### config.mk
export PLATFORM = sky130hd
export DESIGN_NAME = cen_phase_gen
export DESIGN_NICKNAME = d
export VERILOG_FILES = /design/src/logic/cen_phase_gen.sv
export SDC_FILE = /design/constraint.sdc
export NUM_CORES = 1
export LEC_CHECK = 0
export ABC_AREA = 1
export BUFFER_PORTS_ARGS = -buffer_cell sky130_fd_sc_hd__buf_2
export CAP_MARGIN = 20
export CORE_AREA = 4 4 41 43
export DETAILED_ROUTE_END_ITERATION = 16
export DIE_AREA = 0 0 45 47
export HOLD_SLACK_MARGIN = 0.08
export PLACE_DENSITY_LB_ADDON = 0.2
export SYNTH_ARGS = -nofsm -noshare
export SYNTH_HDL_FRONTEND = slang
export SYNTH_SLANG_ARGS = --single-unit
### constraint.sdc
create_clock -name clk -period 1.7 [get_ports clk]
set_clock_uncertainty 0.15 [all_clocks]
set_input_delay 0.255 -clock clk [delete_from_list [all_inputs] [get_ports clk]]
set_output_delay 0.255 -clock clk [all_outputs]
set_load 0.005 [all_outputs]
### src/logic/cen_phase_gen.sv
/* quarter-rate E/Q enable generator with wait gate
   freezes the phase while ROM data or the shared bus is not ready */
module cen_phase_gen (
    input  logic clk,
    input  logic rst_n,
    input  logic cen,       // base enable, E and Q run at 1/4 of it
    input  logic ram_cs,
    input  logic rom_cs,
    input  logic rom_ok,
    input  logic bus_busy,  // shared RAM owned by someone else
    output logic e_en,
    output logic q_en,
    output logic cpu_cen,
    output logic waitn
);

    logic [1:0] phase;      // 0 -> E, 2 -> Q
    logic       e_pend;
    logic       q_pend;

    // stall while ROM has not answered or the shared RAM is taken
    assign waitn = ~((rom_cs & ~rom_ok) | (ram_cs & bus_busy));

    // pending pulses are held across a stall and released once the gate opens
    assign e_en    = e_pend & waitn;
    assign q_en    = q_pend & waitn;
    assign cpu_cen = q_en;  // core enable follows Q

    always_ff @(posedge clk or negedge rst_n) begin
        if (!rst_n) begin
            phase  <= 2'd0;
            e_pend <= 1'b0;
            q_pend <= 1'b0;
        end else if (waitn) begin
            // one clk after the cen that saw the phase
            e_pend <= cen && (phase == 2'd0);
            q_pend <= cen && (phase == 2'd2);
            if (cen) begin
                phase <= phase + 2'd1;
            end
        end
        // gate closed: counter and pending enables frozen
    end

    // E and Q come from different phases, a stall must not merge them
    a_eq_exclusive: assert property (
        @(posedge clk) disable iff (!rst_n)
        !(e_en && q_en)
    ) else $error("e_en and q_en high together");

endmodule

==> results.toml, run 1 <==
[outcome]
outcome = "completed"

[synthesis]
synth_top_family_by_area = "simple AND/OR/NAND/NOR gates"
synthAdderAreaFrac_pct = 10.1
synthSimpleGateAreaFrac_pct = 33.7
yosysSeqAreaShare_pct = 40.2
synthXorXnorAreaFrac_pct = 0
synth_nets = 40
synth-compound-area-share_pct = 4.02
synthCells = 31
synth_mux_area_share_pct = 0
synthDistinctLibCells = 12
syn-cell-area_um2 = 249
yosysWarnings = 0
synth.avg_cell_area_um2 = 8.03
ys_ff_latch = 4

[global_route]
gr-total-overflow = 0
grt_pass1_wl_um = 683
antenna_found_initial = 0
grtUsageTotal_pct = 5.24
first_global_vias = 199
grt_max_degree = 8

[timing]
setup_viol = 0
worst_pin_slew_ns = 0.109
fmax_mhz = 801
timing_hold_violations_final = 0
slew_violations = 0
fin_crit_ns = 1.25
fin_crit_sh_pct = 73.5
rsz0062_at_grt = "no"
relSlewSlack_pct = 92.7
timing.final.ws_setup_ns = 0.451
tns_ns = 0

[placement]
portBuffers = 10
place_ws_ns = 0.514
gp_congestion = 0.686
place_area_um2 = 310
dp_hpwl_um = 372

[route]
drc_errors = 0
dr_total_vias = 213
drt_iter0_markers = 0
viasPerCell = 3.61
wl_per_cell_um = 7.93
routed_wl_um = 468
dr.pass1.iters = 1
detail-route-antenna-nets = 0

[setup_path]
required_ns = 1.29
crit_path_end = "q_en"
r2r_setup_slack_ns = 0.59
r2r_start = "phase[0]"
critical_path_class = "flip-flop to output pin"
arrival_ns = 0.84
end_kind = "output pin"
reg2reg_depth = 4
setup.worst_path.start = "q_pend"
regToRegEndpoint = "phase[1]"
startpoint_type = "flip-flop"
critPathMaxFanout = 2

[floorplanning]
start_util_pct = 19.1
die-area_um2 = 2120
rows = 13
die_w_um = 45
ios = 11
coreArea_um2 = 1300
die_h_um = 47

[layout]
seq_area_um2 = 100
fillers = 151
antenna_cells = 0
syn2layout_area_growth_pct = 37.7
fin_nets = 55
layout-drive-gt1-share_pct = 38.6
multi_input_area_um2 = 119
final_area_um2 = 343

[flow_run]
cap_violations = 0

[cts]
clock_sinks = 4
cts_buffer_depth = 2
clk_latency_ns = 0.23
cts.reportedPaths.clkPinSlew_ns = 0.04
cts_made_buffers = 3
cts_root_buffer = "clkbuf_4"
htree_levels = 1
cts_tree = "yes"
postCtsResizedCells = 0

[pwr]
power.total_uw = 358
powerDensity_nw_per_um2 = 1050
p_leak_uw = 0.000194
ir_drop_mv = 0.582

[worst_hold_path]
holdCritPathClass = "input pin to flip-flop"
[synth_stat cells]
| library cell | count | area (µm²) |
|---|---|---|
| nand2_1 | 8 | 30.0 |
| inv_1 | 5 | 18.8 |
| dfrtp_1 | 4 | 100 |
| ha_1 | 2 | 25.0 |
| nand2_4 | 2 | 22.5 |
| nand4_1 | 2 | 12.5 |
| nor2_1 | 2 | 7.51 |
| o21ai_1 | 2 | 10.0 |
| buf_4 | 1 | 7.51 |
| inv_2 | 1 | 3.75 |
| nand2_2 | 1 | 6.26 |
| nand3_1 | 1 | 5.00 |
[worst min path at each step]
stage | startpoint | to | slack [ns] | cells after the start
final | cen | e_pend | 0.16 | 3
after detailed placement | rst_n | q_pend | -0.09 | 1
after floorplan | rst_n | e_pend | -0.19 | 0
after CTS | cen | e_pend | 0.15 | 3
after global routing | cen | e_pend | 0.17 | 3
after global placement | rst_n | q_pend | -0.08 | 1
[sequential cells by signal, summed over array words and instances, names as in the netlist]
| name | cells |
|---|---|
| phase | 2 |
| q_pend | 1 |
| e_pend | 1 |
[layout make-up]
class,count,area share [%]
Multi-Input combinational cell,20,34.7
Sequential cell,4,29.2
Timing Repair Buffer,11,17.5
Clock buffer,3,6.57
Inverter,6,6.57
Tap cell,15,5.47
[power by group]
group	switching, µW	total [µW]	internal, µW
registers	16.4	140	124
logic	55.8	103	47.2
clock network	36.5	115	78.7
[cell usage in the layout, fill, tap and decap left out]
master / n
nand2_1: 8
o21ai_1: 2
dlygate4sd3_1: 1
ha_1: 2
buf_2: 10
inv_1: 5
nand4_1: 2
nand2_2: 1
nand2_4: 2
nor2_1: 2
inv_2: 1
nand3_1: 1
dfrtp_1: 4
clkbuf_4: 3
[critical path, cell delays in order (launching register included)]
cell     delay [ns]
dfrtp_1        0.34
inv_1          0.04
nor2_1         0.11
buf_2          0.12
[timing repair]
action                                 CTS  global route
endpoints found under the hold margin    4             0
hold buffers                             1             0
buffers inserted                         0             0
[metal layers]
layer	part of all wire (%)	vias to the layer above	global-route usage, %	wire length [µm]
met5	0	-	0	0
met4	0	0	1.75	0
met3	15	0	6.90	69
met2	37	11	6.21	173
met1	48	81	5.31	225
li1	-	121	-	-
[per-stage QoR]
| step | instances | hold WS, ns | util [%] |
|---|---|---|---|
| floorplan | 31 | -0.191 | - |
| detailed placement | 55 | -0.0856 | 23.8 |
| global route | 59 | 0.170 | 26.3 |
| finish | 59 | 0.161 | 26.3 |
| CTS | 59 | 0.151 | 26.3 |
| global placement | 55 | -0.0842 | 23.8 |
[cell families after synthesis]
| family | after synthesis |
|---|---|
| fa+ha+maj | 2 |
| compound gates | 2 |
| buf+inv | 7 |
| simple gates | 16 |
| flops | 4 |
(Power assumes the default switching activity.)
==> run 2, diff against run 1 <==
--- a/config.mk
+++ b/config.mk
@@ -5,7 +5,7 @@
 export SDC_FILE = /design/constraint.sdc
 export NUM_CORES = 1
 export LEC_CHECK = 0
-export ABC_AREA = 1
+export ABC_AREA = 0
 export BUFFER_PORTS_ARGS = -buffer_cell sky130_fd_sc_hd__buf_2
 export CAP_MARGIN = 20
 export CORE_AREA = 4 4 41 43
==> constraint.sdc (replaced) <==
create_clock -name clk -period 1.25 [get_ports clk]
set_clock_uncertainty 0.15 [all_clocks]
set_input_delay 0.1875 -clock clk [delete_from_list [all_inputs] [get_ports clk]]
set_output_delay 0.1875 -clock clk [all_outputs]
set_load 0.005 [all_outputs]
==> run 2 against run 1 <==
Global-route usage increased by 1.2 points. Worst setup slack worse by 0.41 ns. Via count increased by 1.9%. Sequential cell count stayed put. Final area is 11% higher. Synthesized area shrank 2.5%. Sequential share of layout area down 2.9 points. Non-clock buffer count up 5. Critical path type is now flip-flop to flip-flop. Critical endpoint is now phase[1].
==> results.toml, run 2 <==
[synthesis]
synth_nets = 32
synth_area_leaders = "dfrtp_1 (41%), ha_1 (10%), mux2i_1 (8.2%), inv_1 (7.7%), a221oi_2 (6.2%)"
yosysSeqAreaShare_pct = 41.2
yosysWarnings = 0
synth_ff_type = "dfrtp_1"
async_reset_ff_share_pct = 100
synth_top_area_cell = "dfrtp_1"
synth_common_cells = "inv_1 (5), dfrtp_1 (4)"
yosys.area.top_type_share_pct = 41.2
synthDistinctLibCells = 12
synthCells = 23
synth.avg_cell_area_um2 = 10.6
synth.most_common_cell = "inv_1"
synth_edf_count = 0
syn-cell-area_um2 = 243
ys_ff_latch = 4

[setup_path]
critPathMaxFanout = 3
reg2reg_depth = 3
startpoint_type = "flip-flop"
critical_path_buf_inv_count = 1
arrival_ns = 1.17
required_ns = 1.22
slowest_stage = "dfrtp_1"
crit_chain = "inv_1 > ha_1 > mux2_4"
r2r_start = "phase[1]"
path_depth = 3
crit_family = "flip-flops"
end_kind = "flip-flop"
regToRegEndpoint = "phase[1]"
max_stage_delay_ns = 0.36
critical_path_class = "flip-flop to flip-flop"
r2r_setup_slack_ns = 0.04

[outcome]
outcome = "completed"

[layout]
antenna_cells = 0
layout-drive-gt1-share_pct = 51.2
largest_register_ff_count = 2
fillers = 150
top_regs = "phase (2), e_pend (1), q_pend (1)"
layout_common_cells = "buf_2 (10), inv_1 (5), dfrtp_1 (4), buf_4 (4), clkbuf_4 (3)"
fin_nets = 52
regMostFlops = "phase"
final_cells = 56
syn2layout_area_growth_pct = 56.7
final_common_cell = "buf_2"

[pwr]
comb_power_share_pct = 40.2
sequentialPowerShare_pct = 33.3
powerDensity_nw_per_um2 = 1630
p_int_uw = 438
swShare_pct = 29.6
pwr-share-clk_pct = 26.5
switching_power_uw = 184
p_leak_uw = 0.000212
ir_drop_mv = 0.635

[placement]
portBuffers = 10
dp.cells = 50
gp_congestion = 0.708
dp_hpwl_um = 418

[global_route]
grt_max_degree = 5
grtUsageTotal_pct = 6.49
grt_pass1_wl_um = 848
antenna_found_initial = 0
first_global_vias = 216
gr-total-overflow = 0

[route]
routed_wl_um = 495
wl_per_cell_um = 8.84
detail-route-antenna-nets = 0
drc_errors = 0
drt_iter0_markers = 0
dr_total_vias = 217
viasPerCell = 3.88
dr.pass1.iters = 1

[cts]
clock_sinks = 4
cts_made_buffers = 3
cts_tree = "yes"
htree_levels = 1
cts_root_buffer = "clkbuf_4"
cts.reportedPaths.clkPinSlew_ns = 0.04
cts_buffer_depth = 2
clk_latency_ns = 0.23

[timing]
timing_hold_violations_final = 0
rsz0062_at_grt = "no"
fmax_mhz = 829
worst_pin_slew_ns = 0.276
slew_violations = 0
setup_viol = 0
tns_ns = 0
relSlewSlack_pct = 81.6
fin_crit_ns = 1.21
fin_crit_sh_pct = 96.5

[floorplanning]
die_w_um = 45
die_h_um = 47
start_util_pct = 18.7
ios = 11
rows = 13
coreArea_um2 = 1300
die-area_um2 = 2120

[flow_run]
cap_violations = 0

[worst_hold_path]
holdCritPathClass = "input pin to async pin"
==> run 2: repair_timing <==
| item | CTS | global route |
|---|---|---|
| hold buffers | 2 | 0 |
| endpoints found under the setup margin | 0 | 3 |
| resized for setup | 0 | 1 |
| hold endpoints to repair | 6 | 0 |
| setup buffers | 0 | 1 |
==> run 2: layout make-up <==
class                   count  area, µm²  area share (%)
clock buffers               3       22.5            5.92
flip-flops and latches      4        100            26.3
inverters                   6       22.5            5.92
multi-input cells          12        116            30.6
repair buffers             16        100            26.3
well taps                  15       18.8            4.93
==> run 2: how the worst max path moves through the flow <==
stage	end	startpoint	slack, ns
final	phase[1]	phase[1]	0.04
after global routing	q_en	q_pend	0.003
after CTS	phase[1]	phase[1]	0.01
after detailed placement	phase[1]	rom_cs	-0.02
after global placement	phase[1]	rom_cs	0.03
after floorplan	phase[1]	phase[0]	0.04
==> run 2: cells by family after synthesis <==
group           share of synthesized area (%)
compound gates                           11.3
xor+xnor                                 3.61
fa+ha+maj                                10.3
buf+inv                                  12.4
flops                                    41.2
mux                                      12.9
simple gates                             8.25
==> run 2: power groups by stage <==
stage / combinational, µW / clock, µW / sequential (µW)
5_1_grt: 285 / 190 / 212
4_1_cts: 219 / 172 / 207
2_1_floorplan: 131 / 0 / 202
3_3_place_gp: 210 / 0 / 206
3_5_place_dp: 213 / 0 / 208
6_report: 250 / 165 / 207
==> run 2: through the flow <==
| step | setup slack (ns) | instance area, µm² | utilization [%] | hold slack [ns] | power, µW |
|---|---|---|---|---|---|
| global placement | 0.0327 | 327 | 25.1 | -0.146 | 416 |
| finish | 0.0431 | 380 | 29.2 | 0.127 | 621 |
| CTS | 0.0106 | 369 | 28.4 | 0.136 | 597 |
| floorplan | 0.0398 | 243 | - | -0.258 | 333 |
| global route | 0.00276 | 380 | 29.2 | 0.122 | 687 |
| detailed placement | -0.0173 | 327 | 25.1 | -0.149 | 421 |
==> run 2: layer usage <==
metal | GRT usage, % | up-vias | wire [µm]
li1 | - | 109 | -
met1 | 4.11 | 95 | 174
met2 | 10.5 | 8 | 237
met3 | 6.90 | 5 | 64
met4 | 5.26 | 0 | 19
met5 | 0 | - | 0
