<file path="src/logic/bus_cmd_pkg.sv">
/* bus command opcodes, sequencer states and bus widths
   shared by the APB register block and the cycle sequencer */
package bus_cmd_pkg;

    localparam int addr_w = 16;   // 6809-style address bus
    localparam int data_w = 8;    // byte-wide data bus

    // host command, written to the low bits of REG_CMD
    typedef enum logic [1:0] {
        OP_NONE  = 2'd0,  // rejected by the slave
        OP_READ  = 2'd1,
        OP_WRITE = 2'd2,
        OP_INC   = 2'd3   // read, add one, write back
    } bus_op_e;

    // bus cycle sequencer
    typedef enum logic [2:0] {
        S_IDLE,
        S_ADDR,   // waiting for E
        S_DATA,   // waiting for Q
        S_WBACK,  // OP_INC second cycle, waits for next E
        S_DONE    // one cycle, done pulse
    } cyc_state_e;

endpackage

</file>
<file path="src/logic/reg_map_pkg.sv">
/* APB register offsets, status bit positions and the RAM/ROM window split */
package reg_map_pkg;

    localparam int apb_aw = 5;    // byte offsets up to 0x10

    // one 32-bit word per register
    localparam logic [apb_aw-1:0] REG_ADDR   = 5'h00;
    localparam logic [apb_aw-1:0] REG_WDATA  = 5'h04;
    localparam logic [apb_aw-1:0] REG_CMD    = 5'h08;
    localparam logic [apb_aw-1:0] REG_STATUS = 5'h0C;
    localparam logic [apb_aw-1:0] REG_RDATA  = 5'h10;

    // REG_STATUS bits
    localparam int ST_BUSY = 0;   // command in flight
    localparam int ST_DONE = 1;   // sticky until next command
    localparam int ST_ERR  = 2;   // last command hit the ROM with a write

    // low window goes to local RAM, the rest to ROM (read only)
    function automatic logic in_ram_window(
        input logic [bus_cmd_pkg::addr_w-1:0] a,
        input int                             aw
    );
        logic [bus_cmd_pkg::addr_w-1:0] hi;
        hi = a >> aw;             // anything above the RAM bits
        return hi == '0;
    endfunction

endpackage

</file>
<file path="src/logic/cycle_fsm.sv">
/* bus cycle sequencer for single read/write cycles and read-modify-write increment
   address on E, data on Q, RAM/ROM window decode and ROM write rejection */
module cycle_fsm #(
    parameter int RAM_AW = 10
) (
    input  logic                            clk,
    input  logic                            rst_n,
    input  logic                            e_en,
    input  logic                            q_en,
    input  logic                            cmd_start,
    input  bus_cmd_pkg::bus_op_e            cmd_op,
    input  logic [bus_cmd_pkg::addr_w-1:0]  cmd_addr,
    input  logic [bus_cmd_pkg::data_w-1:0]  cmd_wdata,
    input  logic [bus_cmd_pkg::data_w-1:0]  ram_q,
    input  logic [bus_cmd_pkg::data_w-1:0]  rom_data,
    output logic [bus_cmd_pkg::addr_w-1:0]  addr,
    output logic                            rnw,
    output logic                            ram_cs,
    output logic                            rom_cs,
    output logic                            ram_we,
    output logic                            busy,
    output logic                            done,
    output logic                            err,
    output logic [bus_cmd_pkg::data_w-1:0]  wr_data,
    output logic [bus_cmd_pkg::data_w-1:0]  rd_data
);

    bus_cmd_pkg::cyc_state_e                state;
    bus_cmd_pkg::bus_op_e                   op_r;
    logic [bus_cmd_pkg::addr_w-1:0]         req_addr;  // latched at start
    logic                                   req_ram;   // window decode of req_addr
    logic                                   start_ram;
    logic                                   rd_pend;   // RAM output valid this cycle
    logic [bus_cmd_pkg::data_w-1:0]         rd_r;

    assign start_ram = reg_map_pkg::in_ram_window(cmd_addr, RAM_AW);

    assign busy    = state != bus_cmd_pkg::S_IDLE;
    assign done    = state == bus_cmd_pkg::S_DONE;   // one clk after the last Q
    assign ram_we  = ram_cs & ~rnw;
    assign rd_data = rd_pend ? ram_q : rd_r;         // RAM read lands one clk after Q

    always_ff @(posedge clk or negedge rst_n) begin
        if (!rst_n) begin
            state   <= bus_cmd_pkg::S_IDLE;
            op_r    <= bus_cmd_pkg::OP_NONE;
            addr    <= '0;
            rnw     <= 1'b1;
            ram_cs  <= 1'b0;
            rom_cs  <= 1'b0;
            err     <= 1'b0;
            rd_pend <= 1'b0;
        end else begin
            rd_pend <= 1'b0;
            case (state)
                bus_cmd_pkg::S_IDLE: if (cmd_start) begin
                    op_r <= cmd_op;
                    err  <= 1'b0;
                    // no bus cycle for ROM writes or an empty opcode
                    if (cmd_op == bus_cmd_pkg::OP_NONE ||
                        (!start_ram && cmd_op != bus_cmd_pkg::OP_READ)) begin
                        err   <= 1'b1;
                        state <= bus_cmd_pkg::S_DONE;
                    end else begin
                        state <= bus_cmd_pkg::S_ADDR;
                    end
                end
                bus_cmd_pkg::S_ADDR: if (e_en) begin
                    addr   <= req_addr;     // held until Q
                    rnw    <= op_r != bus_cmd_pkg::OP_WRITE;
                    ram_cs <= req_ram;
                    rom_cs <= ~req_ram;
                    state  <= bus_cmd_pkg::S_DATA;
                end
                bus_cmd_pkg::S_DATA: if (q_en) begin
                    ram_cs  <= 1'b0;
                    rom_cs  <= 1'b0;
                    rnw     <= 1'b1;
                    rd_pend <= ram_cs & rnw;
                    if (op_r == bus_cmd_pkg::OP_INC && rnw) begin
                        state <= bus_cmd_pkg::S_WBACK;
                    end else begin
                        state <= bus_cmd_pkg::S_DONE;
                    end
                end
                bus_cmd_pkg::S_WBACK: if (e_en) begin
                    rnw    <= 1'b0;         // same address with the incremented byte
                    ram_cs <= 1'b1;
                    state  <= bus_cmd_pkg::S_DATA;
                end
                default: state <= bus_cmd_pkg::S_IDLE;  // S_DONE lasts one clk
            endcase
        end
    end

    // request and data bytes
    always_ff @(posedge clk) begin
        if (state == bus_cmd_pkg::S_IDLE && cmd_start) begin
            req_addr <= cmd_addr;
            req_ram  <= start_ram;
            wr_data  <= cmd_wdata;
        end
        if (state == bus_cmd_pkg::S_DATA && q_en && rom_cs) begin
            rd_r <= rom_data;   // ROM holds data while cs is up
        end
        if (rd_pend) begin
            rd_r    <= ram_q;
            wr_data <= ram_q + 8'd1;  // write-back byte ready well before the next E
        end
    end

    a_rom_read_only: assert property (
        @(posedge clk) disable iff (!rst_n)
        rom_cs |-> rnw
    ) else $error("rom_cs with a write cycle");

    // address, direction and chip selects hold from E until Q through any stall
    a_bus_hold: assert property (
        @(posedge clk) disable iff (!rst_n)
        (ram_cs || rom_cs) && !q_en |=> $stable(addr) && $stable(rnw) &&
                                        $stable(ram_cs) && $stable(rom_cs)
    ) else $error("bus outputs moved before Q");

endmodule

</file>
<file path="config.mk">
export PLATFORM = sky130hd
export DESIGN_NAME = cycle_fsm
export DESIGN_NICKNAME = d
export VERILOG_FILES = /design/src/logic/bus_cmd_pkg.sv /design/src/logic/reg_map_pkg.sv /design/src/logic/cycle_fsm.sv
export SDC_FILE = /design/constraint.sdc
export NUM_CORES = 1
export LEC_CHECK = 0
export ABC_AREA = 0
export BUFFER_PORTS_ARGS = -buffer_cell sky130_fd_sc_hd__buf_2
export CORE_MARGIN = 5
export CORE_UTILIZATION = 35
export CTS_CLUSTER_SIZE = 28
export DETAILED_ROUTE_END_ITERATION = 10
export GPL_TIMING_DRIVEN = 0
export SETUP_SLACK_MARGIN = 0.02
export SLEW_MARGIN = 20
export SYNTH_ARGS = -nofsm -noshare
export SYNTH_HDL_FRONTEND = slang
export SYNTH_SLANG_ARGS = --single-unit
</file>
<file path="constraint.sdc">
create_clock -name clk -period 1.9 [get_ports clk]
set_input_delay 0.38 -clock clk [delete_from_list [all_inputs] [get_ports clk]]
set_output_delay 0.38 -clock clk [all_outputs]
set_load 0.1 [all_outputs]
</file>
==> results of run 1 <==
## layout by cell type, fill, tap and decap left out, types with 2 or more instances in the layout
master / synthesis / routed
clkinv_2: 0 / 2
buf_4: 0 / 12
nor2_1: 7 / 6
buf_8: 1 / 2
nor2b_1: 2 / 2
edfxtp_1: 33 / 33
o21ai_0: 20 / 12
and3_1: 2 / 2
buf_2: 0 / 75
a21oi_1: 5 / 5
mux2_4: 9 / 9
or3_1: 2 / 2
buf_6: 1 / 9
nor3_2: 0 / 2
inv_1: 23 / 22
nand3_1: 5 / 5
dfrtp_1: 25 / 24
mux2i_1: 3 / 3
xor2_1: 2 / 2
clkbuf_8: 0 / 9
mux2_2: 12 / 12
o21ai_1: 0 / 5
a31oi_1: 4 / 4
o21ai_2: 0 / 3
clkinvlp_4: 0 / 3
nand2_1: 11 / 10
## layer usage
metal | up-vias | part of all wire | global-route usage
met5 | - | 0 | 0
met4 | 0 | 0.016 | 0.0462
met3 | 10 | 0.11 | 0.0545
met2 | 91 | 0.44 | 0.195
met1 | 879 | 0.43 | 0.183
li1 | 905 | - | -
## repair_timing
| action | 4_1_cts | 5_1_grt |
|---|---|---|
| setup endpoints to repair | 52 | 32 |
| gates cloned | 0 | 0 |
| buffers inserted | 2 | 7 |
| gates resized for setup | 27 | 12 |
| hold endpoints to repair | 0 | 0 |
| pin swaps | 0 | 1 |
## how the worst min path moves through the flow
| stage | cells past startpoint | slack, ps | to |
|---|---|---|---|
| 2_1_floorplan | 0 | 80 | addr[0] |
| 3_3_place_gp | 1 | 430 | err |
| 3_5_place_dp | 1 | 430 | err |
| 4_1_cts | 1 | 70 | addr[15] |
| 5_1_grt | 1 | 100 | addr[15] |
| 6_report | 1 | 50 | state[0] |
## layout make-up
cell class              instances  area, um^2
fillers                       670        3690
flip-flops and latches         59        1640
multi-input cells             105         820
repair buffers                 94         557
clock buffers                  10         128
well taps                      99         124
inverters                      24        93.8
plain buffers                   6        67.6
clock inverters                 5        55.1
## cells by family (layout without fill, tap and decap cells)
| logic type | after synthesis | count (layout) | share of synthesized area |
|---|---|---|---|
| AND/OR/NAND/NOR | 40 | 40 | 0.0848 |
| adder cells (fa/ha/maj) | 1 | 1 | 0.00490 |
| AO/OA/AOI/OAI | 37 | 37 | 0.0853 |
| multiplexers | 24 | 24 | 0.118 |
| flip-flops | 59 | 59 | 0.644 |
| XOR/XNOR | 3 | 3 | 0.0103 |
| buffers and inverters | 31 | 139 | 0.0530 |
## worst reg2reg max path: stages (launching register included)
cell	delay, ps
dfrtp_1	500
nor3_2	280
nand2_1	270
clkinvlp_4	190
buf_12	150
## stage by stage
stage | std cells | TNS [ps] | utilization
2_1_floorplan | 195 | -2920 | -
3_3_place_gp | 379 | -6980 | 0.435
3_5_place_dp | 379 | -7180 | 0.435
4_1_cts | 395 | 0 | 0.475
5_1_grt | 402 | 0 | 0.486
6_report | 402 | 0 | 0.486
## state kept, by name, indices dropped and copies added, names as in the netlist, 2 cells and up
name	cells
addr	16
req_addr	16
rd_r	8
wr_data	8
state	3
op_r	2
## power groups by stage
stage	sequential [W]	combinational, W	clock (W)
6_report	0.00196	0.00318	0.00109
5_1_grt	0.00202	0.00328	0.00120
4_1_cts	0.00197	0.00318	0.00112
3_5_place_dp	0.00197	0.00311	0
3_3_place_gp	0.00197	0.00309	0
2_1_floorplan	0.00371	0.000849	0
==> flow_summary.toml, run 1 <==
[timing]
fin_ws_ps = 91.4
tightest_slew_ps = 606
slew_headroom = 0.596
setup_viol = 0
rsz0062_at_grt = "true"
fin_crit_sh = 0.952
hold_violations = 0
clock-skew-final_ps = 11.7
period_needed_ps = 1810
timing.final.max_slew_violations = 0
clock.fmax_ghz = 0.553
hold_slack_ps = 51.1

[clock_tree]
cts.sinks = 59
clkTransAtPathRegs_ps = 70
cts_max_path_buffers = 2
cts_tree = "done"
cts_buffers = 9
insertion_delay_ps = 330
ctsHoldBuffers = 0
cts_root_buffer = "clkbuf_8"
h-tree-depth = 3

[power]
vdd_drop_max_mv = 1.48
power.leakage_nw = 1.55
p_clk_frac = 0.175
p_total_w = 0.00623
pwr_density_cell_nw_per_um2 = 1790
internal-power_w = 0.00301
combPwrFrac = 0.510
netSwitchingPower_w = 0.00323
switching_share = 0.518
sequentialPowerShare = 0.315

[logic_synthesis]
ys_top_cells_by_area = "edfxtp_1 39%, dfrtp_1 25%, mux2_4 5.3%"
netlist_instances = 195
synth_top_area_share = 0.388
synthFlopType = "edfxtp_1"
yosys_warnings = 0
syn_nets = 243
syn_area_um2 = 2550
synth_cell_types = 40
yosysMostFrequentCell = "edfxtp_1"
yosys.area.top_type = "edfxtp_1"
postSynth.asyncResetShare = 0.441
synth-seq-cells = 59
avgSynthCellArea_um2 = 13.1
ys_top_cells_by_count = "33 x edfxtp_1, 25 x dfrtp_1, 23 x inv_1, 20 x o21ai_0, 12 x mux2_2"
synth_edf_count = 33
yosysSeqAreaShare = 0.644

[worst_setup_path]
cp_data_arrival_time_ps = 1430
crit_buf_inv = 3
slowest_stage = "dfrtp_1"
required_ps = 1520
start_kind = "register"
worst_path_most_repeated_cell = "buf_6"
path_cells = "buf_8 > buf_6 > nand2_1 > o21ai_2 > buf_6"
cp_top_family = "buffers and inverters"
crit_type = "register to output pin"
reg2reg_slack_ps = 230
worstReg2RegEnd = "req_addr[11]"
end_kind = "output pin"
crit_start = "rd_pend"
cp-endpoint = "rd_data[4]"
rr_worst_depth = 4
cp.depth = 5
crit_path_max_incr_delay_ps = 410
rr_startpoint = "state[1]"
path_max_fanout = 10

[floorplan]
die_y_um = 95.4
die_w_um = 95.4
initial_utilization = 0.356
io_pins = 86
core_area_um2 = 7180
rows = 31
die-area_um2 = 9100

[placement]
port-buffer-count = 85
place_ws_ps = -318
placedInstanceArea_um2 = 3120
gp_congestion = 0.803
place_hpwl_um = 4130

[routing]
ant_nets = 0
vias_per_cell = 4.69
vias = 1885
finalWirelength_um = 5830
drtPass1Iterations = 4
post-route-drc-count = 0
drt-initial-drc-count = 50
wl_per_cell_um = 14.5

[global_route]
grt_util_all_layers = 0.135
antenna_found_initial = 0
grt_max_degree = 27
grt_pass1_wl_um = 9190
grt_pass1_vias = 1812
grt_remaining_overflow = 0

[cells_and_area]
layout-drive-gt1-share = 0.498
areaGrowthSynthToFinish_pct = 36.7
num_antenna_cells = 0
final_nets = 347
final_area_um2 = 3490

[outcome]
status = "completed"

[worst_hold_path]
holdCritPathClass = "primary input to async pin"

[job]
cap_violations = 0
No activity file was read; power rests on OpenSTA's default activity.
==> inputs of run 2 (changes only) <==
CTS_BUF_LIST = sky130_fd_sc_hd__clkbuf_8   (was unset)
==> run 2 against run 1 <==
Final cell count is the same; hold slack hardly changed; combinational power barely moved; clock skew about the same; global-route usage stayed put; count of clock-buffer cells in the layout shrank 1; largest cell class unchanged; largest power group unchanged.
==> flow_summary.toml, run 2 (synthesis gave the netlist of run 1 again) <==
[global_route]
grt_pass1_vias = 1812
grt_remaining_overflow = 0
grt_max_degree = 27
antenna_found_initial = 0
grt_pass1_wl_um = 9190
grt_util_all_layers = 0.135

[floorplan]
initial_utilization = 0.356
io_pins = 86
core_area_um2 = 7180
die-area_um2 = 9100
rows = 31
die_y_um = 95.4
die_w_um = 95.4

[worst_setup_path]
start_kind = "register"
reg2reg_slack_ps = 230
end_kind = "output pin"
crit_type = "register to output pin"
required_ps = 1520
path_max_fanout = 10
rr_worst_depth = 4
rr_startpoint = "state[1]"
cp_data_arrival_time_ps = 1430
worstReg2RegEnd = "req_addr[11]"

[power]
vdd_drop_max_mv = 1.48
pwr_density_cell_nw_per_um2 = 1790
power.leakage_nw = 1.55

[cells_and_area]
final_nets = 347
final_area_um2 = 3490
final_cells = 402
fillers = 670
top_regs = "addr x16, req_addr x16"
num_antenna_cells = 0
layout-drive-gt1-share = 0.498
layout_commonest_cell = "buf_2"
areaGrowthSynthToFinish_pct = 36.7
layout_common_cells = "75 x buf_2, 33 x edfxtp_1, 24 x dfrtp_1, 23 x inv_1"

[job]
cap_violations = 0

[outcome]
status = "completed"

[clock_tree]
cts_root_buffer = "clkbuf_8"
ctsHoldBuffers = 0
h-tree-depth = 3
cts_max_path_buffers = 2
insertion_delay_ps = 330
cts_tree = "done"
clkTransAtPathRegs_ps = 70
cts_buffers = 9
cts.sinks = 59

[timing]
rsz0062_at_grt = "true"
clock.fmax_ghz = 0.553
timing.final.max_slew_violations = 0
slew_headroom = 0.596
tightest_slew_ps = 606
setup_viol = 0
fin_ws_ps = 91.3
hold_violations = 0
clock-skew-final_ps = 11.7
period_needed_ps = 1810
fin_crit_sh = 0.952

[routing]
vias = 1885
drtPass1Iterations = 4
drt-initial-drc-count = 50
post-route-drc-count = 0
vias_per_cell = 4.69
finalWirelength_um = 5830
ant_nets = 0
wl_per_cell_um = 14.5

[placement]
port-buffer-count = 85
dp_cells = 379
gp_congestion = 0.803
placedInstanceArea_um2 = 3120
place_hpwl_um = 4130
place_ws_ps = -318

[worst_hold_path]
holdCritPathClass = "primary input to async pin"
==> run 2: cell count changes in the layout (fill, tap and decap cells not counted) <==
cell	previous run	this run
clkbuf_1	1	0
inv_1	22	23
==> run 2: through the flow <==
step	utilization	hold slack [ps]	total power [W]	TNS, ps
2_1_floorplan	-	84.4	0.00456	-2920
3_3_place_gp	0.435	431	0.00507	-6980
3_5_place_dp	0.435	434	0.00508	-7180
4_1_cts	0.475	65.3	0.00626	0
5_1_grt	0.486	97.2	0.00649	0
6_report	0.486	51.0	0.00623	0
==> run 2: layout make-up <==
class / instances / area, um^2 / area share
timing repair buffer: 94 / 557 / 0.160
clock buffer: 9 / 124 / 0.0355
inverter: 24 / 93.8 / 0.0269
tap: 99 / 124 / 0.0355
buffer: 6 / 67.6 / 0.0194
sequential: 59 / 1640 / 0.471
clock inverter: 6 / 58.8 / 0.0169
multi-input combinational: 105 / 820 / 0.235
==> run 2: critical path: stages, from the launching register on <==
cell	delay, ps
dfrtp_1	410
buf_8	140
buf_6	130
nand2_1	100
o21ai_2	70
buf_6	240
==> run 2: worst max-delay path by stage <==
| stage | from | end | slack [ps] | cells past startpoint |
|---|---|---|---|---|
| CTS | state[0] | addr[4] | 30 | 5 |
| global route | rd_pend | rd_data[2] | 20 | 5 |
| global placement | rd_pend | rd_data[4] | -330 | 5 |
| finish | rd_pend | rd_data[4] | 90 | 5 |
| floorplan | rd_pend | rd_data[2] | -420 | 4 |
| detailed placement | rd_pend | rd_data[4] | -320 | 5 |
==> run 2: routing by layer <==
layer  GRT usage  share of wire  vias to the layer above
met3      0.0545           0.11                       10
li1            -              -                      905
met2       0.195           0.44                       91
met4      0.0462          0.016                        0
met1       0.183           0.43                      879
met5           0              0                        -
==> run 2: where the power goes <==
part           switching [W]  total (W)  internal [W]  leakage [nW]
logic                0.00253    0.00318      0.000648         0.838
clock network       0.000497    0.00109      0.000588        0.0923
registers           0.000197    0.00196       0.00176         0.625
total                0.00323    0.00623       0.00300          1.55
==> run 2: timing repair <==
item | CTS | global route
pin swaps | 0 | 1
endpoints found under the setup margin | 52 | 32
resized for setup | 27 | 12
buffers inserted | 2 | 7
hold endpoints to repair | 0 | 0
