`src/logic/bus_cmd_pkg.sv`:
```
/* bus command opcodes, sequencer states and bus widths
   shared by the APB register block and the cycle sequencer */
package bus_cmd_pkg;

    localparam int addr_w = 16;   // 6809-style address bus
    localparam int data_w = 8;    // byte-wide data bus

    // host command, written to the low bits of REG_CMD
    typedef enum logic [1:0] {
        OP_NONE  = 2'd0,  // rejected by the slave
        OP_READ  = 2'd1,
        OP_WRITE = 2'd2,
        OP_INC   = 2'd3   // read, add one, write back
    } bus_op_e;

    // bus cycle sequencer
    typedef enum logic [2:0] {
        S_IDLE,
        S_ADDR,   // waiting for E
        S_DATA,   // waiting for Q
        S_WBACK,  // OP_INC second cycle, waits for next E
        S_DONE    // one cycle, done pulse
    } cyc_state_e;

endpackage

```
`src/logic/reg_map_pkg.sv`:
```
/* APB register offsets, status bit positions and the RAM/ROM window split */
package reg_map_pkg;

    localparam int apb_aw = 5;    // byte offsets up to 0x10

    // one 32-bit word per register
    localparam logic [apb_aw-1:0] REG_ADDR   = 5'h00;
    localparam logic [apb_aw-1:0] REG_WDATA  = 5'h04;
    localparam logic [apb_aw-1:0] REG_CMD    = 5'h08;
    localparam logic [apb_aw-1:0] REG_STATUS = 5'h0C;
    localparam logic [apb_aw-1:0] REG_RDATA  = 5'h10;

    // REG_STATUS bits
    localparam int ST_BUSY = 0;   // command in flight
    localparam int ST_DONE = 1;   // sticky until next command
    localparam int ST_ERR  = 2;   // last command hit the ROM with a write

    // low window goes to local RAM, the rest to ROM (read only)
    function automatic logic in_ram_window(
        input logic [bus_cmd_pkg::addr_w-1:0] a,
        input int                             aw
    );
        logic [bus_cmd_pkg::addr_w-1:0] hi;
        hi = a >> aw;             // anything above the RAM bits
        return hi == '0;
    endfunction

endpackage

```
`src/logic/apb_regs.sv`:
```
/* APB slave register block: address, write data, command, status, read data
   issues commands to the sequencer and latches results on done */
module apb_regs (
    input  logic                                clk,
    input  logic                                rst_n,
    input  logic                                psel,
    input  logic                                penable,
    input  logic                                pwrite,
    input  logic [reg_map_pkg::apb_aw-1:0]      paddr,
    input  logic [31:0]                         pwdata,
    input  logic                                busy,
    input  logic                                done,
    input  logic                                err,
    input  logic [bus_cmd_pkg::data_w-1:0]      rd_data,
    output logic [31:0]                         prdata,
    output logic                                pready,
    output logic                                pslverr,
    output logic                                cmd_start,
    output bus_cmd_pkg::bus_op_e                cmd_op,
    output logic [bus_cmd_pkg::addr_w-1:0]      cmd_addr,
    output logic [bus_cmd_pkg::data_w-1:0]      cmd_wdata,
    output logic                                irq_done
);

    bus_cmd_pkg::bus_op_e               wr_op;
    logic                               acc_wr;   // access phase of a write
    logic                               cmd_wr;
    logic                               cmd_bad;
    logic                               done_r;
    logic                               err_r;
    logic [bus_cmd_pkg::data_w-1:0]     rdata_r;
    logic [31:0]                        status;

    assign acc_wr  = psel & penable & pwrite;
    assign wr_op   = bus_cmd_pkg::bus_op_e'(pwdata[1:0]);
    assign cmd_wr  = acc_wr && (paddr == reg_map_pkg::REG_CMD);
    // busy covers the clk between start pulse and sequencer busy
    assign cmd_bad = busy | cmd_start | (wr_op == bus_cmd_pkg::OP_NONE);

    assign pready   = 1'b1;             // every access takes one cycle
    assign pslverr  = cmd_wr & cmd_bad;
    assign irq_done = done_r;

    always_comb begin
        status = '0;
        status[reg_map_pkg::ST_BUSY] = busy | cmd_start;
        status[reg_map_pkg::ST_DONE] = done_r;
        status[reg_map_pkg::ST_ERR]  = err_r;
    end

    // read mux, live during stalls
    always_comb begin
        prdata = '0;
        case (paddr)
            reg_map_pkg::REG_ADDR:   prdata[bus_cmd_pkg::addr_w-1:0] = cmd_addr;
            reg_map_pkg::REG_WDATA:  prdata[bus_cmd_pkg::data_w-1:0] = cmd_wdata;
            reg_map_pkg::REG_CMD:    prdata[1:0] = cmd_op;
            reg_map_pkg::REG_STATUS: prdata = status;
            reg_map_pkg::REG_RDATA:  prdata[bus_cmd_pkg::data_w-1:0] = rdata_r;
            default:                 prdata = '0;
        endcase
    end

    always_ff @(posedge clk or negedge rst_n) begin
        if (!rst_n) begin
            cmd_start <= 1'b0;
            cmd_op    <= bus_cmd_pkg::OP_NONE;
            cmd_addr  <= '0;
            cmd_wdata <= '0;
            done_r    <= 1'b0;
            err_r     <= 1'b0;
            rdata_r   <= '0;
        end else begin
            cmd_start <= 1'b0;
            if (acc_wr && paddr == reg_map_pkg::REG_ADDR) begin
                cmd_addr <= pwdata[bus_cmd_pkg::addr_w-1:0];
            end
            if (acc_wr && paddr == reg_map_pkg::REG_WDATA) begin
                cmd_wdata <= pwdata[bus_cmd_pkg::data_w-1:0];
            end
            if (cmd_wr && !cmd_bad) begin
                cmd_start <= 1'b1;
                cmd_op    <= wr_op;
                done_r    <= 1'b0;  // new command clears sticky done
            end
            if (done) begin
                done_r  <= 1'b1;
                err_r   <= err;
                rdata_r <= rd_data;
            end
        end
    end

endmodule

```
`config.mk`:
```
export PLATFORM = sky130hd
export DESIGN_NAME = apb_regs
export DESIGN_NICKNAME = d
export VERILOG_FILES = /design/src/logic/bus_cmd_pkg.sv /design/src/logic/reg_map_pkg.sv /design/src/logic/apb_regs.sv
export SDC_FILE = /design/constraint.sdc
export NUM_CORES = 1
export LEC_CHECK = 0
export BUFFER_PORTS_ARGS = -buffer_cell sky130_fd_sc_hd__buf_2
export CORE_MARGIN = 2
export CORE_UTILIZATION = 46
export DETAILED_ROUTE_END_ITERATION = 8
export GPL_TIMING_DRIVEN = 0
export PLACE_DENSITY = 0.89
export REMOVE_ABC_BUFFERS = 1
export SLEW_MARGIN = 20
export SYNTH_ARGS = -nofsm -noshare
export SYNTH_HDL_FRONTEND = slang
export SYNTH_SLANG_ARGS = --single-unit
export TNS_END_PERCENT = 50
```
`constraint.sdc`:
```
create_clock -name clk -period 3.4 [get_ports clk]
set_clock_uncertainty 0.05 [all_clocks]
set_input_delay 0.17 -clock clk [delete_from_list [all_inputs] [get_ports clk]]
set_output_delay 0.17 -clock clk [all_outputs]
set_load 0.01 [all_outputs]
```
==> results of run 1 <==
synthesized netlist by cell type (all sizes together):
| library cell | instances | area share [%] |
|---|---|---|
| and2 | 9 | 3.0 |
| nor4 | 1 | 0.34 |
| nor2 | 3 | 0.60 |
| mux2i | 1 | 0.54 |
| and2b | 1 | 0.40 |
| o21ai | 1 | 0.27 |
| inv | 5 | 1.0 |
| mux2 | 37 | 24 |
| nand2 | 5 | 1.4 |
| a21o | 1 | 0.40 |
| clkbuf | 4 | 0.81 |
| and3 | 4 | 1.3 |
| or3 | 1 | 0.60 |
| nor2b | 1 | 0.34 |
| a22oi | 2 | 0.81 |
| nor3 | 2 | 1.1 |
| o311ai | 1 | 0.47 |
| a32oi | 2 | 0.94 |
| conb | 2 | 0.40 |
| nand3 | 1 | 0.27 |
| buf | 19 | 7.7 |
| dfrtp | 37 | 50 |
| a222oi | 5 | 2.7 |
| and3b | 1 | 0.47 |
critical path, cell delays in order:
cell      delay (ns)
buf_2           0.11
or3_4           0.41
nor3_4          0.49
a222oi_1        0.18
inv_1           0.09
buf_2           0.13
metal layers:
metal / track usage [%] / up-vias
met5: 0 / -
met4: 6.63 / 0
met3: 5.50 / 5
met2: 31.3 / 66
met1: 20.7 / 654
li1: - / 646
logic make-up after synthesis:
family / share of synthesized area [%]
AOI/OAI and AO/OA: 5.57
buffers and inverters: 9.53
DFF: 49.7
muxes: 24.9
other: 0.403
and+or+nand+nor: 9.93
placed cells by master (no fill, tap or decap):
| cell type | count |
|---|---|
| dlygate4sd3_1 | 1 |
| nand2_1 | 4 |
| a222oi_1 | 5 |
| buf_2 | 81 |
| inv_1 | 5 |
| nor2b_1 | 1 |
| mux2_4 | 10 |
| nor3_4 | 1 |
| conb_1 | 17 |
| o21ai_0 | 1 |
| nor4_1 | 1 |
| and3_1 | 4 |
| a32oi_1 | 2 |
| nor3_1 | 1 |
| dfrtp_1 | 37 |
| nor2_1 | 3 |
| and2b_1 | 1 |
| and3b_1 | 1 |
| or3_4 | 1 |
| a21o_1 | 1 |
| mux2_2 | 27 |
| a22oi_1 | 2 |
| clkbuf_8 | 5 |
| mux2i_1 | 1 |
| clkinv_2 | 1 |
| and2_1 | 9 |
| o311ai_0 | 1 |
| nand3_1 | 1 |
| nand2_4 | 1 |
metrics by stage:
step	setup WS [ns]	std cells	utilization (%)
after floorplan	1.80	138	-
after global placement	1.32	269	56.6
after detailed placement	1.30	269	56.6
after CTS	1.60	276	58.7
final	1.60	276	58.7
after global routing	1.50	276	58.7
cell type report:
cell class                 instances  area, µm²  area share [%]
tap                               50       62.6            2.70
clock buffer                       5       68.8            2.97
multi-input combinational         96        817            35.3
sequential                        37        926            40.0
clock inverter                     1       5.00           0.216
inverter                           5       18.8           0.811
timing repair buffer              82        415            18.0
flip-flops by register name, indices dropped and copies added (netlist names):
name,count
cmd_start,1
irq_done,1
cmd_addr,16
rdata_r,8
cmd_wdata,8
cmd_op,2
err_r,1
power breakdown:
part           total, µW  internal (µW)  switching (µW)
sequential           498            475            22.6
combinational        142           72.5            69.3
clock                274            135             140
what timing repair did:
| action | CTS | global route |
|---|---|---|
| buffers inserted | 0 | 0 |
| endpoints found under the hold margin | 37 | 0 |
| hold buffers | 1 | 0 |
how the worst max path moves through the flow:
stage                              end  cells past startpoint     start
after floorplan           cmd_addr[10]                      4  paddr[1]
after global placement    cmd_addr[14]                      5  paddr[1]
after detailed placement   cmd_addr[9]                      5  paddr[1]
after CTS                    prdata[5]                      6  paddr[1]
after global routing         prdata[7]                      6  paddr[1]
final                        prdata[5]                      6  paddr[1]
==> results.sh, run 1 <==
export IMPL_setup_tns_ns=0
export IMPL_yosys_register_bits=37
export IMPL_r2r_cells=3
export IMPL_n_fill_cell=343
export IMPL_start_util_pct=47.3
export IMPL_endpoint_kind="output port"
export IMPL_maxClockFrequency_mhz=554
export IMPL_nets=280
export IMPL_grt_first_pass_wirelength_um=5910
export IMPL_ctsResizeCount=0
export IMPL_tightest_slew_ns=0.824
export IMPL_die_area_mm2=0.00458
export IMPL_synthCells=146
export IMPL_met2_length_um=2080
export IMPL_synth_seq_area_share_pct=49.7
export IMPL_cts_sinks=37
export IMPL_rr_endpoint="cmd_op[0]"
export IMPL_dr_total_vias=1371
export IMPL_holdWs_ns=0.0629
export IMPL_place_area_mm2=0.00223
export IMPL_critPathKind="in2out"
export IMPL_critPathRequiredTime_ns=3.18
export IMPL_worstSetupStartpointType="input port"
export IMPL_cts_tree="done"
export IMPL_period_share_pct=53.1
export IMPL_row_count=23
export IMPL_cts_buffers=5
export IMPL_clk_latency_ns=0.28
export IMPL_core_mm2=0.00394
export IMPL_hpwl_um=3000
export IMPL_hp_class="in2reg"
export IMPL_p_per_area_mw_per_mm2=395
export IMPL_drc=0
export IMPL_die_h_um=67.7
export IMPL_drv_cap=0
export IMPL_syn_area_per_cell_um2=12.8
export IMPL_p_leak_uw=0.00137
export IMPL_synthToLayoutAreaGrowth_pct=24.1
export IMPL_min_to="rdata_r[5]"
export IMPL_antenna_diode_count=0
export IMPL_grt_setup_unrepaired="no"
export IMPL_firstDrtPassIters=4
export IMPL_arrival_ns=1.58
export IMPL_io_buffer_count=81
export IMPL_hold_violations=0
export IMPL_cts_buffer_depth=2
export IMPL_grt_pass1_vias=1282
export IMPL_path_clk_slew_ns=0.07
export IMPL_die_w_um=67.7
export IMPL_totalPowerFinal_uw=914
export IMPL_place_gp_congestion=0.735
export IMPL_clockRootBuffer="clkbuf_8"
export IMPL_drv_slew=0
export IMPL_viasPerCell=4.97
export IMPL_layout_drive_gt1_share_pct=56.2
export IMPL_status="complete, no violations"
export IMPL_pin_count=115
export IMPL_yosys_warnings=0
export IMPL_wl_met3_um=333
export IMPL_ant_nets=0
export IMPL_antenna_found_initial=0
export IMPL_wl_per_cell_um=14.8
export IMPL_min_period_ns=1.80
export IMPL_setup_viol=0
export IMPL_slew_headroom_pct=45.1
export IMPL_drt_wl_total_um=4090
export IMPL_topRoutingLayerUsed="met4"
export IMPL_synth_cell_type_count=29
export IMPL_syn_area_mm2=0.00186
export IMPL_path_max_fanout=14
export IMPL_grt_util_all_layers_pct=18.0
export IMPL_rrSetupSlack_ns=2.10
export IMPL_r2r_start="cmd_start"
export IMPL_fin_area_mm2=0.00231
export IMPL_grt_ovfl_total=0
export IMPL_grt_max_degree=38
export IMPL_wl_met1_um=1620
export IMPL_whs_path_depth=2
export IMPL_ir_drop_uv=244
export IMPL_dr_first_iter_drc_count=75
export IMPL_htree_levels=2
export IMPL_hp_start="rd_data[5]"
Power figures use the tool's default switching activity.
==> inputs of run 2 (changes only) <==
--- a/config.mk
+++ b/config.mk
@@ -7,10 +7,10 @@
 export LEC_CHECK = 0
 export BUFFER_PORTS_ARGS = -buffer_cell sky130_fd_sc_hd__buf_2
 export CORE_MARGIN = 2
-export CORE_UTILIZATION = 46
+export CORE_UTILIZATION = 39
 export DETAILED_ROUTE_END_ITERATION = 8
 export GPL_TIMING_DRIVEN = 0
-export PLACE_DENSITY = 0.89
+export PLACE_DENSITY = 0.81
 export REMOVE_ABC_BUFFERS = 1
 export SLEW_MARGIN = 20
 export SYNTH_ARGS = -nofsm -noshare
==> constraint.sdc (replaced) <==
create_clock -name clk -period 1.47 [get_ports clk]
set_clock_uncertainty 0.05 [all_clocks]
set_input_delay 0.0735 -clock clk [delete_from_list [all_inputs] [get_ports clk]]
set_output_delay 0.0735 -clock clk [all_outputs]
set_load 0.01 [all_outputs]
==> results.sh, run 2 (synthesis results as in run 1) <==
export IMPL_period_share_pct=99.8
export IMPL_min_period_ns=1.47
export IMPL_layout_drive_gt1_share_pct=53.0
export IMPL_viasPerCell=4.79
export IMPL_antenna_diode_count=0
export IMPL_tightest_slew_ns=0.824
export IMPL_grt_setup_unrepaired="yes"
export IMPL_io_buffer_count=81
export IMPL_critPathKind="reg2out"
export IMPL_place_gp_congestion=0.758
export IMPL_crit_chain="mux2_4 > a32oi_2 > nand2_1 > buf_2"
export IMPL_endpoint_kind="output port"
export IMPL_crit_path_max_incr_delay_ns=0.40
export IMPL_cpLargestDelayFamily="flip-flops"
export IMPL_final_common_cell="buf_2"
export IMPL_holdWs_ns=0.0314
export IMPL_grt_max_degree=38
export IMPL_dr_total_vias=1469
export IMPL_grt_ovfl_total=0
export IMPL_critPathRequiredTime_ns=1.35
export IMPL_cts_buffer_depth=2
export IMPL_status="complete, no violations"
export IMPL_start_util_pct=40.0
export IMPL_dr_first_iter_drc_count=61
export IMPL_worstSetupStartpointType="flip-flop"
export IMPL_antenna_found_initial=0
export IMPL_cts_tree="done"
export IMPL_nets=305
export IMPL_grt_first_pass_wirelength_um=7050
export IMPL_wl_per_cell_um=14.9
export IMPL_clk_latency_ns=0.28
export IMPL_grt_util_all_layers_pct=17.7
export IMPL_setup_tns_ns=0
export IMPL_hp_class="in2reg"
export IMPL_cts_buffers=5
export IMPL_cts_sinks=37
export IMPL_hpwl_um=3060
export IMPL_crit_cells=4
export IMPL_largest_register_ffs=16
export IMPL_place_area_mm2=0.00223
export IMPL_crit_buf_inv=1
export IMPL_drc=0
export IMPL_ant_nets=0
export IMPL_pin_count=115
export IMPL_drv_slew=0
export IMPL_maxClockFrequency_mhz=682
export IMPL_slowest_stage="dfrtp_1"
export IMPL_path_max_fanout=3
export IMPL_whs_path_depth=2
export IMPL_n_fill_cell=407
export IMPL_grt_pass1_vias=1462
export IMPL_fin_area_mm2=0.00260
export IMPL_path_clk_slew_ns=0.07
export IMPL_max_flop_register="cmd_addr"
export IMPL_ir_drop_uv=453
export IMPL_die_h_um=73.1
export IMPL_slew_headroom_pct=45.0
export IMPL_largestRegisters="cmd_addr x16, cmd_wdata x8, rdata_r x8"
export IMPL_firstDrtPassIters=4
export IMPL_core_mm2=0.00466
export IMPL_die_w_um=73.1
export IMPL_die_area_mm2=0.00535
export IMPL_hold_violations=0
export IMPL_row_count=25
export IMPL_r2r_cells=3
export IMPL_arrival_ns=1.34
export IMPL_drv_cap=0
export IMPL_setup_viol=0
export IMPL_drt_wl_total_um=4570
export IMPL_clockRootBuffer="clkbuf_8"
export IMPL_htree_levels=2
export IMPL_synthToLayoutAreaGrowth_pct=39.5
export IMPL_most_common_layout_cells="buf_2, dfrtp_1, mux2_2, dlygate4sd3_1, conb_1"
export IMPL_p_leak_uw=0.00149
export IMPL_p_per_area_mw_per_mm2=851
==> run 2: what timing repair did <==
item                                   in CTS  in global routing
setup endpoints to repair                  30                 12
hold buffers                               24                  0
resized for setup                           1                  6
setup buffers                               2                  0
pin swaps                                   2                  1
endpoints found under the hold margin      66                  0
cloned                                      0                  0
==> run 2: through the flow <==
step | setup WS, ns | total power (µW) | cells | utilization, %
2_1_floorplan | -0.0374 | 1330 | 138 | -
3_3_place_gp | -0.545 | 1490 | 273 | 47.9
3_5_place_dp | -0.573 | 1500 | 273 | 47.9
4_1_cts | -0.0315 | 2240 | 307 | 55.3
5_1_grt | -0.0695 | 2340 | 307 | 55.8
6_report | 0.00350 | 2210 | 307 | 55.8
==> run 2: power by group <==
part	internal (µW)	switching (µW)
Sequential	1100	54.2
Clock	337	334
Combinational	212	177
Total	1650	565
==> run 2: metal layers <==
metal | part of all wire [%] | vias to the layer above | GRT usage (%)
met5 | 0 | - | 0
met3 | 8.4 | 7 | 4.83
li1 | - | 693 | -
met2 | 49 | 75 | 31.1
met1 | 41 | 694 | 21.2
met4 | 1.2 | 0 | 4.94
==> run 2: path summary, 6_finish.rpt <==
kind | startpoint | end | slack, ns
setup / recovery | cmd_wdata[2] | prdata[2] | 0.003
hold / removal | pwdata[0] | cmd_op[0] | 0.03
setup reg to reg | cmd_start | cmd_op[1] | 0.22
hold reg to reg | rdata_r[5] | rdata_r[5] | 0.47
max in group asynchronous | rst_n | cmd_start | 0.48
min in group asynchronous | rst_n | cmd_addr[10] | 0.36
==> run 2: worst register-to-register path, delay by kind of cell, from the launching register on <==
kind             cells  cell delay [ns]
muxes                1             0.30
DFF                  1             0.40
and+or+nand+nor      2             0.38
==> run 2: area by class of cell <==
| class | count | area, µm² | share of cell area [%] |
|---|---|---|---|
| Clock buffer | 8 | 80.1 | 3.08 |
| Inverter | 5 | 18.8 | 0.722 |
| Multi-Input combinational cell | 96 | 848 | 32.6 |
| Sequential cell | 37 | 926 | 35.6 |
| Tap cell | 54 | 67.6 | 2.60 |
| Timing Repair Buffer | 107 | 661 | 25.4 |
